## src/intra4x4_pkg.sv

```systemverilog
`default_nettype none

package intra4x4_pkg;

    // block geometry and sample widths
    localparam int BLK_ROWS = 4;

    typedef logic [7:0] pixel_t;

    // pixel 0 sits in the low byte
    typedef pixel_t [3:0] pix_row_t;

    // pixel minus prediction, 9-bit wrap
    typedef logic [8:0] resid_t;
    typedef resid_t [3:0] resid_row_t;

    // worst case 16 * 255 fits in 12 bits
    typedef logic [11:0] sad_t;

    typedef logic [1:0] row_idx_t;

    // dc value when no neighbor is available
    localparam pixel_t DC_NONE = 8'd128;

    typedef struct packed {
        sad_t vert;
        sad_t horiz;
        sad_t dc;
    } sad_set_t;

    // left entry r belongs to row r
    typedef struct packed {
        pix_row_t top;
        pix_row_t left;
        logic     top_valid;
        logic     left_valid;
    } nbr_t;

    typedef struct packed {
        resid_row_t resid;
        pix_row_t   base;
    } out_row_t;

    // numbering follows the H.264 intra 4x4 modes
    typedef enum logic [3:0] {
        MODE_VERT  = 4'd0,
        MODE_HORIZ = 4'd1,
        MODE_DC    = 4'd2
    } pred_mode_e;

    typedef enum logic [1:0] {
        ST_IDLE,
        ST_LOAD,
        ST_DECIDE,
        ST_EMIT
    } ctrl_state_e;

endpackage

`default_nettype wire

```

## src/intra4x4_block_buf.sv

```systemverilog
`timescale 1ns/1ps
`default_nettype none

module intra4x4_block_buf
    import intra4x4_pkg::*;
(
    input  wire           CLK,
    input  wire           row_strobe,
    input  wire row_idx_t load_idx,
    input  wire pix_row_t row,
    input  wire row_idx_t rd_idx,
    output pix_row_t      rd_row
);

    // one entry per block row
    pix_row_t mem [BLK_ROWS];

    always_ff @(posedge CLK)
    begin
        if (row_strobe)
            mem[load_idx] <= row;
    end

    // async read, residual registers the result
    assign rd_row = mem[rd_idx];

endmodule

`default_nettype wire

```

## config.mk

```make
export PLATFORM = sky130hd
export DESIGN_NAME = intra4x4_block_buf
export DESIGN_NICKNAME = d
export VERILOG_FILES = /design/src/intra4x4_pkg.sv /design/src/intra4x4_block_buf.sv
export SDC_FILE = /design/constraint.sdc
export NUM_CORES = 1
export LEC_CHECK = 0
export BUFFER_PORTS_ARGS = -buffer_cell sky130_fd_sc_hd__buf_4
export CORE_ASPECT_RATIO = 1.2
export CORE_UTILIZATION = 50
export DETAILED_ROUTE_END_ITERATION = 6
export PLACE_DENSITY = 0.7
export SLEW_MARGIN = 0
export SYNTH_ARGS = -nofsm -noshare
export SYNTH_HDL_FRONTEND = slang
export SYNTH_SLANG_ARGS = --single-unit
```

## constraint.sdc

```tcl
create_clock -name CLK -period 6.2 [get_ports CLK]
set_input_delay 1.24 -clock CLK [delete_from_list [all_inputs] [get_ports CLK]]
set_output_delay 1.24 -clock CLK [all_outputs]
set_load 0.01 [all_outputs]
```

### Word-level counts from Yosys, hierarchy flattened

Memory sizes are Yosys's and may differ from the RTL's.
Cells that the tools add are included.

| storage, ports and cells | value |
|---|---|
| flip-flop bits (word level) | 0 |
| RAM bits | 128 |
| input port bits | 38 |
| word-level logic and storage cells | 3 |
| memories kept | 1 |

Memories:

| memory | depth | width | read ports | clocked after memory_dff | wr ports | RTL line | text |
|---|---|---|---|---|---|---|---|
| mem | 4 | 32 | 1 | 0 | 1 | intra4x4_block_buf.sv:16 | `pix_row_t mem [BLK_ROWS];` |

| operators by class | value |
|---|---|
| mux-type cells | 2 |

Operators by type and width:

| cell | count |
|---|---|
| 1-bit 2-to-1 mux | 2 |

### Longest topological paths before layout

| depth | value |
|---|---|
| depth in word-level cells | 2 |
| depth in mapped cells | 3 |
| gate-level depth less buffers | 1 |

### Worst setup path after synthesis

OpenSTA, ideal clock, no wires.

| path | value |
|---|---|
| path type | input to register |
| from | input port load_idx[0] |
| to | memory mem[0][0] (netlist bit), enable pin |
| arrival | 3.643 ns |
| path slack | 2.089 ns |
| stages on the path | 1 |
| cells stage by stage | nor3b_1 |

RTL lines:

| what | RTL line | text |
|---|---|---|
| start: declaration | intra4x4_block_buf.sv:9 | `input wire row_idx_t load_idx,` |
| end: declaration | intra4x4_block_buf.sv:16 |  |

Straight into the memory's write port.

==> results by group <==
Outcome
  – Status: completed

Floorplan
  – Die height: around 110 µm
  – Io pins: 70
  – Die X: about 90 µm
  – CORE AREA: roughly 0.009 mm²
  – FP Rows: 38
  – Die area: roughly 0.0098 mm²
  – Starting Density: between 50 and 60%

Clock tree
  – Clk buf depth: 2
  – PostCTS Resize Cnt: 0
  – Clock-pin slew on the worst setup and hold paths: ~60 ps
  – H-tree lvl count: 4
  – Number of buffers created by CTS: 17
  – TritonCTS clock tree: done
  – Hold buffers post-CTS: 0
  – Root buf cell: clkbuf_8
  – Clock Sinks: 128
  – Post-CTS Setup Bufs: 0

Logic synthesis
  – Ys Warns: 0
  – Post-Syn Nets: 209
  – Cell variety after synth: 9
  – Cell Area, Synth: 0.00469 mm²
  – Sequential area share after synthesis: between 80% and 90%
  – Synth Register Bits: approximately 130
  – Cells after synthesis: approximately 170
  – Syn_area_per_cell: around 27 µm²

Final layout
  – Finished Cell Area: 0.00583 mm²
  – Antenna Cells: 0
  – Area growth syn-to-layout: 24.3%
  – Share of post-route cells with drive strength above 1: 49.6%
  – Most common cell after layout, fill and taps aside: edfxtp_1
  – Most frequent cells in the layout: edfxtp_1 (128), buf_4 (70), mux4_2 (30)
  – Largest regs: mem (128)
  – Nets: 291
  – Biggest register: mem
  – Number of flip-flops in the largest register: ~130
  – FF+latch area: just under 0.004 mm²
  – Fin util: roughly 64%
  – Fillers: 612
  – Multi-input logic area: ~770 µm²

Timing
  – Worst Tran Pin Value: around 860 ps
  – Final Max Slew Viols: 0
  – RSZ-0062 raised after global routing: no
  – Slew margin rel.: a little over two fifths
  – Period utilisation layout: approximately three fifths
  – Final hold violation count: 0
  – Setup violators final: 0
  – Clock period minus worst slack: roughly 3800 ps
  – Final TNS setup: 0 ps
  – F_max: between 200 and 300 MHz

Detailed routing
  – Wire per inst: 19.3 µm
  – DR DRC count: 0
  – Vias post-DR: 2064
  – Post-Route WL: approximately 7500 µm
  – Pre-antenna DRT Iters: 4
  – Drt via density: around 5.3
  – DRT iter0 DRCs: between 150 and 200
  – Routed Antenna Nets: 0

Worst setup path
  – Max FO, Critical Path: 32
  – CP endpoint kind: output pin
  – Arrival @ worst endpoint: approximately 2600 ps
  – Critical path class: in -> out
  – CP Launch Type: input port
  – Worst EP required: slightly below 5000 ps

Global route
  – Total GRT Usage: roughly 17%
  – Initial antenna violation count: 0
  – Vias in the first global route: between 2000 and 2500
  – First-pass GRT wire length: between 10000 and 15000 µm
  – Largest net degree at the start of global routing: 33
  – Total gr overflow: 0

Run
  – Max Cap Viol: 0

Power
  – Leakage: 2.01 nW
  – VDD IR max: between 0.15 and 0.2 mV
  – Power per cell area: about 350 mW/mm²
  – Tot Pwr: slightly above 2 mW

Hold path
  – HP Class: in -> reg

Placement
  – Placed Instance Area: 0.00529 mm²
  – Port Buffers: 69
  – Routability cong.: around 0.63
stage by stage:
stage               setup slack, ps  cells  hold slack, ps
detailed placement             2360    354            1440
finish                         2410    386             936
global placement               2370    354            1440
global route                   2290    386             908
floorplan                      2090    171            1340
CTS                            2350    386             905
path summary, 6_finish.rpt:
check,startpoint,to,slack (ps),depth (start not counted)
worst min-delay path,row[11],mem[1][11]$_DFFE_PP_,940,1
worst max-delay path,rd_idx[0],rd_row[31],2410,3
cell usage after synthesis:
cell type / count / area [µm²]
mux4_2: 30 / 676
edfxtp_1: 128 / 3840
buf_12: 3 / 60.1
mux4_1: 2 / 52.6
nor3b_1: 1 / 7.51
buf_6: 1 / 11.3
buf_2: 3 / 15.0
and3_1: 1 / 6.26
and3b_1: 2 / 17.5
logic make-up after synthesis:
kind of cell | after synthesis | synth area share [%]
multiplexers | 32 | 15.5
buffers and inverters | 7 | 1.84
AND/OR/NAND/NOR | 4 | 0.667
flip-flops | 128 | 82.0
critical path: stages:
cell and delay [ps]:
buf_4 500, mux4_1 640, buf_4 160
power breakdown:
part	leakage, nW	internal [mW]	total, mW	switching, mW
Sequential	1.18	0.999	1.01	0.00871
Combinational	0.570	0.0703	0.131	0.0607
Clock	0.262	0.561	0.890	0.329
Total	2.01	1.63	2.03	0.398
layer usage:
metal / GRT usage [%] / wire, µm
met1: 20.1 / 3100
met2: 28.6 / 3970
met3: 5.49 / 327
met4: 7.14 / 59
met5: 0 / 0
area by class of cell:
class	count	share of cell area, %
well taps	120	2.58
clock inverters	14	2.12
flip-flops and latches	128	65.9
repair buffers	70	9.01
multi-input cells	36	13.2
clock buffers	18	7.17
(Power assumes the default switching activity.)
