### src/intra4x4_pkg.sv
`default_nettype none

package intra4x4_pkg;

    // block geometry and sample widths
    localparam int BLK_ROWS = 4;

    typedef logic [7:0] pixel_t;

    // pixel 0 sits in the low byte
    typedef pixel_t [3:0] pix_row_t;

    // pixel minus prediction, 9-bit wrap
    typedef logic [8:0] resid_t;
    typedef resid_t [3:0] resid_row_t;

    // worst case 16 * 255 fits in 12 bits
    typedef logic [11:0] sad_t;

    typedef logic [1:0] row_idx_t;

    // dc value when no neighbor is available
    localparam pixel_t DC_NONE = 8'd128;

    typedef struct packed {
        sad_t vert;
        sad_t horiz;
        sad_t dc;
    } sad_set_t;

    // left entry r belongs to row r
    typedef struct packed {
        pix_row_t top;
        pix_row_t left;
        logic     top_valid;
        logic     left_valid;
    } nbr_t;

    typedef struct packed {
        resid_row_t resid;
        pix_row_t   base;
    } out_row_t;

    // numbering follows the H.264 intra 4x4 modes
    typedef enum logic [3:0] {
        MODE_VERT  = 4'd0,
        MODE_HORIZ = 4'd1,
        MODE_DC    = 4'd2
    } pred_mode_e;

    typedef enum logic [1:0] {
        ST_IDLE,
        ST_LOAD,
        ST_DECIDE,
        ST_EMIT
    } ctrl_state_e;

endpackage

`default_nettype wire

### src/intra4x4_ctrl.sv
`timescale 1ns/1ps
`default_nettype none

module intra4x4_ctrl
    import intra4x4_pkg::*;
(
    input  wire        CLK,
    input  wire        rst_0,
    input  wire        blk_strobe,
    input  wire        row_strobe,
    input  wire nbr_t  nbr_q,
    input  wire sad_set_t sads,
    output logic       nbr_load,
    output row_idx_t   load_idx,
    output row_idx_t   rd_idx,
    output logic       emit,
    output pred_mode_e mode
);

    localparam row_idx_t LAST_ROW = row_idx_t'(BLK_ROWS - 1);

    ctrl_state_e state;
    row_idx_t    row_cnt;
    pred_mode_e  best_mode;
    sad_t        best_sad;

    assign nbr_load = blk_strobe && (state == ST_IDLE);
    assign emit     = (state == ST_EMIT);

    // one counter serves both phases, it wraps to 0 after the last load
    assign load_idx = row_cnt;
    assign rd_idx   = row_cnt;

    // dc always allowed; later checks win ties, so vert beats horiz beats dc
    always_comb
    begin
        best_mode = MODE_DC;
        best_sad  = sads.dc;
        if (nbr_q.left_valid && (sads.horiz <= best_sad))
        begin
            best_mode = MODE_HORIZ;
            best_sad  = sads.horiz;
        end
        if (nbr_q.top_valid && (sads.vert <= best_sad))
        begin
            best_mode = MODE_VERT;
            best_sad  = sads.vert;
        end
    end

    always_ff @(posedge CLK)
    begin
        if (rst_0)
        begin
            state   <= ST_IDLE;
            row_cnt <= '0;
            mode    <= MODE_VERT;
        end
        else
        begin
            case (state)
                ST_IDLE:
                begin
                    if (blk_strobe)
                    begin
                        state   <= ST_LOAD;
                        row_cnt <= '0;
                    end
                end
                ST_LOAD:
                begin
                    if (row_strobe)
                    begin
                        row_cnt <= row_cnt + 2'd1;
                        if (row_cnt == LAST_ROW)
                            state <= ST_DECIDE;
                    end
                end
                // sads are final here
                ST_DECIDE:
                begin
                    mode  <= best_mode;
                    state <= ST_EMIT;
                end
                ST_EMIT:
                begin
                    row_cnt <= row_cnt + 2'd1;
                    if (row_cnt == LAST_ROW)
                        state <= ST_IDLE;
                end
                default: state <= ST_IDLE;
            endcase
        end
    end

    // sender waits for the previous block's mode strobe
    a_blk_in_idle: assert property (@(posedge CLK) disable iff (rst_0)
        blk_strobe |-> state == ST_IDLE);

    a_row_in_load: assert property (@(posedge CLK) disable iff (rst_0)
        row_strobe |-> state inside {ST_IDLE, ST_LOAD});

endmodule

`default_nettype wire

### config.mk
export PLATFORM = sky130hd
export DESIGN_NAME = intra4x4_ctrl
export DESIGN_NICKNAME = d
export VERILOG_FILES = /design/src/intra4x4_pkg.sv /design/src/intra4x4_ctrl.sv
export SDC_FILE = /design/constraint.sdc
export NUM_CORES = 1
export LEC_CHECK = 0
export BUFFER_PORTS_ARGS = -buffer_cell sky130_fd_sc_hd__buf_2
export CAP_MARGIN = 20
export CORE_UTILIZATION = 35
export CTS_BUF_LIST = sky130_fd_sc_hd__clkbuf_16
export DETAILED_ROUTE_END_ITERATION = 16
export HOLD_SLACK_MARGIN = 0.12
export PLACE_DENSITY_LB_ADDON = 0.3
export SYNTH_ARGS = -nofsm -noshare
export SYNTH_HDL_FRONTEND = slang
export SYNTH_SLANG_ARGS = --single-unit
### constraint.sdc
create_clock -name CLK -period 3.65 [get_ports CLK]
set_clock_uncertainty 0.2 [all_clocks]
set_input_delay 0.365 -clock CLK [delete_from_list [all_inputs] [get_ports CLK]]
set_output_delay 0.365 -clock CLK [all_outputs]
set_load 0.02 [all_outputs]
After elaboration in Yosys (flattened, before gate mapping):

Index checks and enable logic that the tools add are counted.

* output and inout bits: 10
* logic and storage cells: 32
* flip-flop bits (word level): 8
* bits of input ports: 106

* mux-type cells: 11
* add/sub/neg operators: 1
* equal/unequal tests: 8
* reductions and logical operators: 7
* $lt $le $gt $ge: 2

Operators by type and width (number)
* <= comparator 12 bit: 2
* two-way mux 2 bit: 7
* two-way mux 12 bit: 1
* case mux 2 bit (4 select lines): 1
* equality test 2 bit (second input constant): 3
* != test 2 bit (second input constant): 3
* case mux 2 bit (3 select lines): 1
* two-way mux 4 bit: 1
* AND reduction 4 bit: 1
* logical AND 1 bit: 3
* AND reduction 3 bit: 1
* nonzero test 3 bit: 1
* adder 2 x 1 -> 2 bit (second input constant): 1
* equality test 2 x 1 -> 1 bit (second input constant): 1
* logical NOT 2 bit: 1
* != test 2 x 1 -> 1 bit (second input constant): 1

Depth between registers and ports, before layout:

* depth after elaboration: 6
* gate-level depth with buffers: 14
* depth with buffers taken out: 13

Worst setup path after synthesis:

OpenSTA, ideal clock, no wires.

* kind: in2reg
* start point: input port sads[10] (netlist bit)
* end point: register mode[0]
* buffers on the path: 1
* setup slack: 0.408 ns
* data arrival time: 2.912 ns
* library setup time: 0.129 ns
* stages on the path: 14
* data required time: 3.321 ns
* path through: inv_1 -> ha_1 -> a21oi_1 -> nand2_1 -> a211o_1 -> o31ai_4 -> buf_8 -> mux2i_1 -> ha_1 -> nor2b_1 -> o211ai_1 -> a21boi_0 -> o41ai_1 -> o21ai_0

* word-level cells in the longest chain between the ends: 6
* elaborated cells between the ends (all ways): 7
* classes of those cells: order compare: 2; mux: 3; reduce/logical: 2

Ends and longest elaborated chain
* start: declaration: RTL line intra4x4_ctrl.sv:12 `input wire sad_set_t sads,`
* <= comparator 12 bit: RTL line intra4x4_ctrl.sv:39 `if (nbr_q.left_valid && (sads.horiz <= best_sad))`
* logical AND 1 bit: RTL line intra4x4_ctrl.sv:39
* two-way mux 12 bit: RTL line intra4x4_ctrl.sv:39
* <= comparator 12 bit: RTL line intra4x4_ctrl.sv:44 `if (nbr_q.top_valid && (sads.vert <= best_sad))`
* logical AND 1 bit: RTL line intra4x4_ctrl.sv:44
* two-way mux 4 bit (*): RTL line intra4x4_ctrl.sv:44
* end signal: assignment: RTL line intra4x4_ctrl.sv:82 `mode <= best_mode;`
* end: declaration: RTL line intra4x4_ctrl.sv:17 `output pred_mode_e mode`

Mark *: on every way between the ends. The rest lies on a longest branch, timed or not.
A chain may end at the register's enable or synchronous reset.

Worst setup path after layout:

Ends and elaborated chain as after synthesis.

==> flow_summary.yaml <==
logic_synthesis:
  synthTopCellsByArea: "ha_1 34%, dfxtp_1 11%, mux2i_1 11%"
  syn_area_mm2: 0.00111
  yosysWarnings: 0
  syn_avg_cell_area_um2: 8.38
  synthTopCellsByCount: "30 x ha_1, 18 x inv_1, 12 x mux2i_1"
  synth_top_area_cell: "ha_1"
  synth.most_common_cell: "ha_1"
  ys_seq_area_share_pct: 10.9
  synthCells: 132
  synth-seq-cells: 6
  synth_enable_flop_cells: 0
  synthFlopType: "dfxtp_1"
  yosysUniqueCellTypes: 30
  async_flop_share_pct: 0
  synth_top_area_share_pct: 33.9
worst_setup_path:
  worstPathCellList: "buf_2 > inv_1 > ha_1 > a21oi_1 > nand2_1 > a211o_1 > o31ai_4 > buf_4 > mux2i_1 > ha_1 > nand4_1 > nor2_1 > a21boi_0 > o41ai_1 > o21ai_0"
  crit_required_ns: 3.55
  crit_top_cell: "ha_1"
  critPathTopFamily: "compound AO/OA/AOI/OAI gates"
  slowest_delay_ns: 0.41
  reg2reg_slack_ns: 1.91
  cp_max_fo: 9
  crit_path_start_kind: "primary input"
  arrival_ns: 3.12
  slowest_stage: "o41ai_1"
  critical_path.endpoint_type: "flip-flop"
  path_class: "primary input to flip-flop"
  worstPathBufferInverterCount: 3
clock_tree:
  cts.sinks: 6
  cts_hold_buf: 0
  clkLatencyLatePin_ns: 0.23
  cts_resized: 0
  post_cts_buffers: 0
  tritoncts: "built"
  clk_pin_slew_ns: 0.03
  cts_root_buffer: "clkbuf_16"
  numCtsBuffers: 3
  h-tree-depth: 1
  clockBufferDepth: 2
pwr:
  leakagePower_nw: 0.788
  p_per_area_mw_per_mm2: 375
  ir_drop_uv: 154
route:
  vias_per_cell: 4.85
  final_antenna_net_count: 0
  drt_wl_total_um: 2480
  via_count: 1097
  drc: 1
  first_pass_iters: 10
  wl_per_cell_um: 11.0
  drtIter0Drc: 12
timing:
  slew_violations: 0
  rsz0062_at_grt: "no"
  fin_crit_sh_pct: 88.2
  setup-tns-final_ns: 0
  min_period_ns: 3.22
  max_freq_mhz: 310
  hold_viol_final: 0
  setup_viol_count_final: 0
status:
  violations: "DRC"
  outcome: "complete, but fails checks"
floorplanning:
  core_region_area_mm2: 0.00303
  ios: 116
  die_h_um: 58.2
  die_area_mm2: 0.00339
  rows: 20
  fp.dieW_um: 58.2
  start_util_pct: 36.5
final_layout:
  final_util_pct: 48.1
  syn2layout_area_growth_pct: 31.6
  final_area_mm2: 0.00146
  nNetsFinal: 320
  antenna_cells: 0
  layout.cells.non_filler: 226
  layout-drive-gt1-share_pct: 31.9
run:
  maxCapViolations: 0
placement:
  dpl_cell_area_mm2: 0.00138
  io_buffer_count: 49
  dpl.hpwl_um: 2190
  gp_congestion: 0.856
  place_inst: 223
global_routing:
  groute.usage.overall_pct: 16.5
  grt_pass1_wl_um: 4300
  overflow: 0
  antenna_found_initial: 0
  grt_max_degree: 10
  grt_pass1_vias: 1060
worst_hold_path:
  min_path_type: "primary input to flip-flop"
-- per-stage QoR --
step           hold WS [ns]  total power, W  setup WS, ns
5_1_grt               0.205        0.000599         0.118
4_1_cts               0.187        0.000549         0.400
3_5_place_dp          0.261        0.000367         0.175
3_3_place_gp          0.260        0.000357         0.188
6_report              0.184        0.000545         0.429
2_1_floorplan         0.234        0.000295         0.408
-- routing by layer --
| metal | up-vias | GRT usage, % | wire length, um |
|---|---|---|---|
| met5 | - | 0 | 0 |
| met2 | 51 | 25.8 | 1010 |
| met4 | 0 | 7.14 | 46 |
| met1 | 469 | 21.4 | 1230 |
| met3 | 5 | 4.24 | 196 |
| li1 | 572 | - | - |
-- sequential cells by signal, summed over array words and instances, names as in the netlist --
name and cells:
load_idx 2, mode 2, state 2
-- final timing paths --
check | depth (start not counted) | start | endpoint
setup / recovery | 15 | sads[10] | mode[0]$_SDFFE_PP0P_
hold / removal | 2 | rst_0 | load_idx[1]$_SDFFE_PP0P_
setup reg to reg | 6 | state[0]$_SDFFE_PP0P_ | load_idx[0]$_SDFFE_PP0P_
hold reg to reg | 2 | mode[0]$_SDFFE_PP0P_ | mode[0]$_SDFFE_PP0P_
-- layout make-up --
type,instances,area (um2)
well taps,44,55.1
inverters,18,67.6
multi-input cells,104,877
flip-flops and latches,6,120
clock buffers,3,75.1
fillers,289,1570
repair buffers,51,260
-- layout by cell type (no fill, tap or decap) --
| cell type | netlist | final |
|---|---|---|
| inv_1 | 18 | 18 |
| nor3_1 | 1 | 1 |
| and2_1 | 1 | 1 |
| nor2_1 | 6 | 6 |
| o211ai_1 | 3 | 3 |
| buf_2 | 0 | 49 |
| mux2_2 | 1 | 1 |
| nor2b_1 | 4 | 4 |
| dfxtp_1 | 6 | 6 |
| o31ai_4 | 1 | 1 |
| a21boi_2 | 1 | 1 |
| nand3_1 | 4 | 4 |
| nand2_1 | 4 | 4 |
| buf_4 | 4 | 2 |
| mux2i_1 | 12 | 12 |
| and4_1 | 1 | 1 |
| a211o_1 | 1 | 1 |
| nand2b_1 | 2 | 2 |
| a21oi_1 | 11 | 11 |
| o31a_2 | 1 | 1 |
| ha_1 | 30 | 30 |
| o41ai_1 | 1 | 1 |
| o22a_1 | 1 | 1 |
| a311oi_1 | 1 | 1 |
| a21boi_0 | 2 | 2 |
| clkbuf_16 | 0 | 3 |
| conb_1 | 1 | 2 |
| o21ai_0 | 5 | 5 |
| a21o_1 | 2 | 2 |
| nand4_1 | 5 | 5 |
| and3_1 | 1 | 1 |
-- logic make-up after synthesis --
family / Yosys count / share of synthesized area (%)
AOI/OAI and AO/OA: 30 / 19.0
adders and majority gates: 30 / 33.9
buffers and inverters: 23 / 10.2
DFF: 6 / 10.9
muxes: 13 / 11.9
other: 1 / 0.339
and+or+nand+nor: 29 / 13.8
-- power breakdown --
part	switching (W)	leakage [nW]	internal, W
Combinational	0.000146	0.703	0.000122
Clock	0.0000375	0.0370	0.000141
Sequential	0.0000165	0.0488	0.0000830
(Power assumes the default switching activity.)
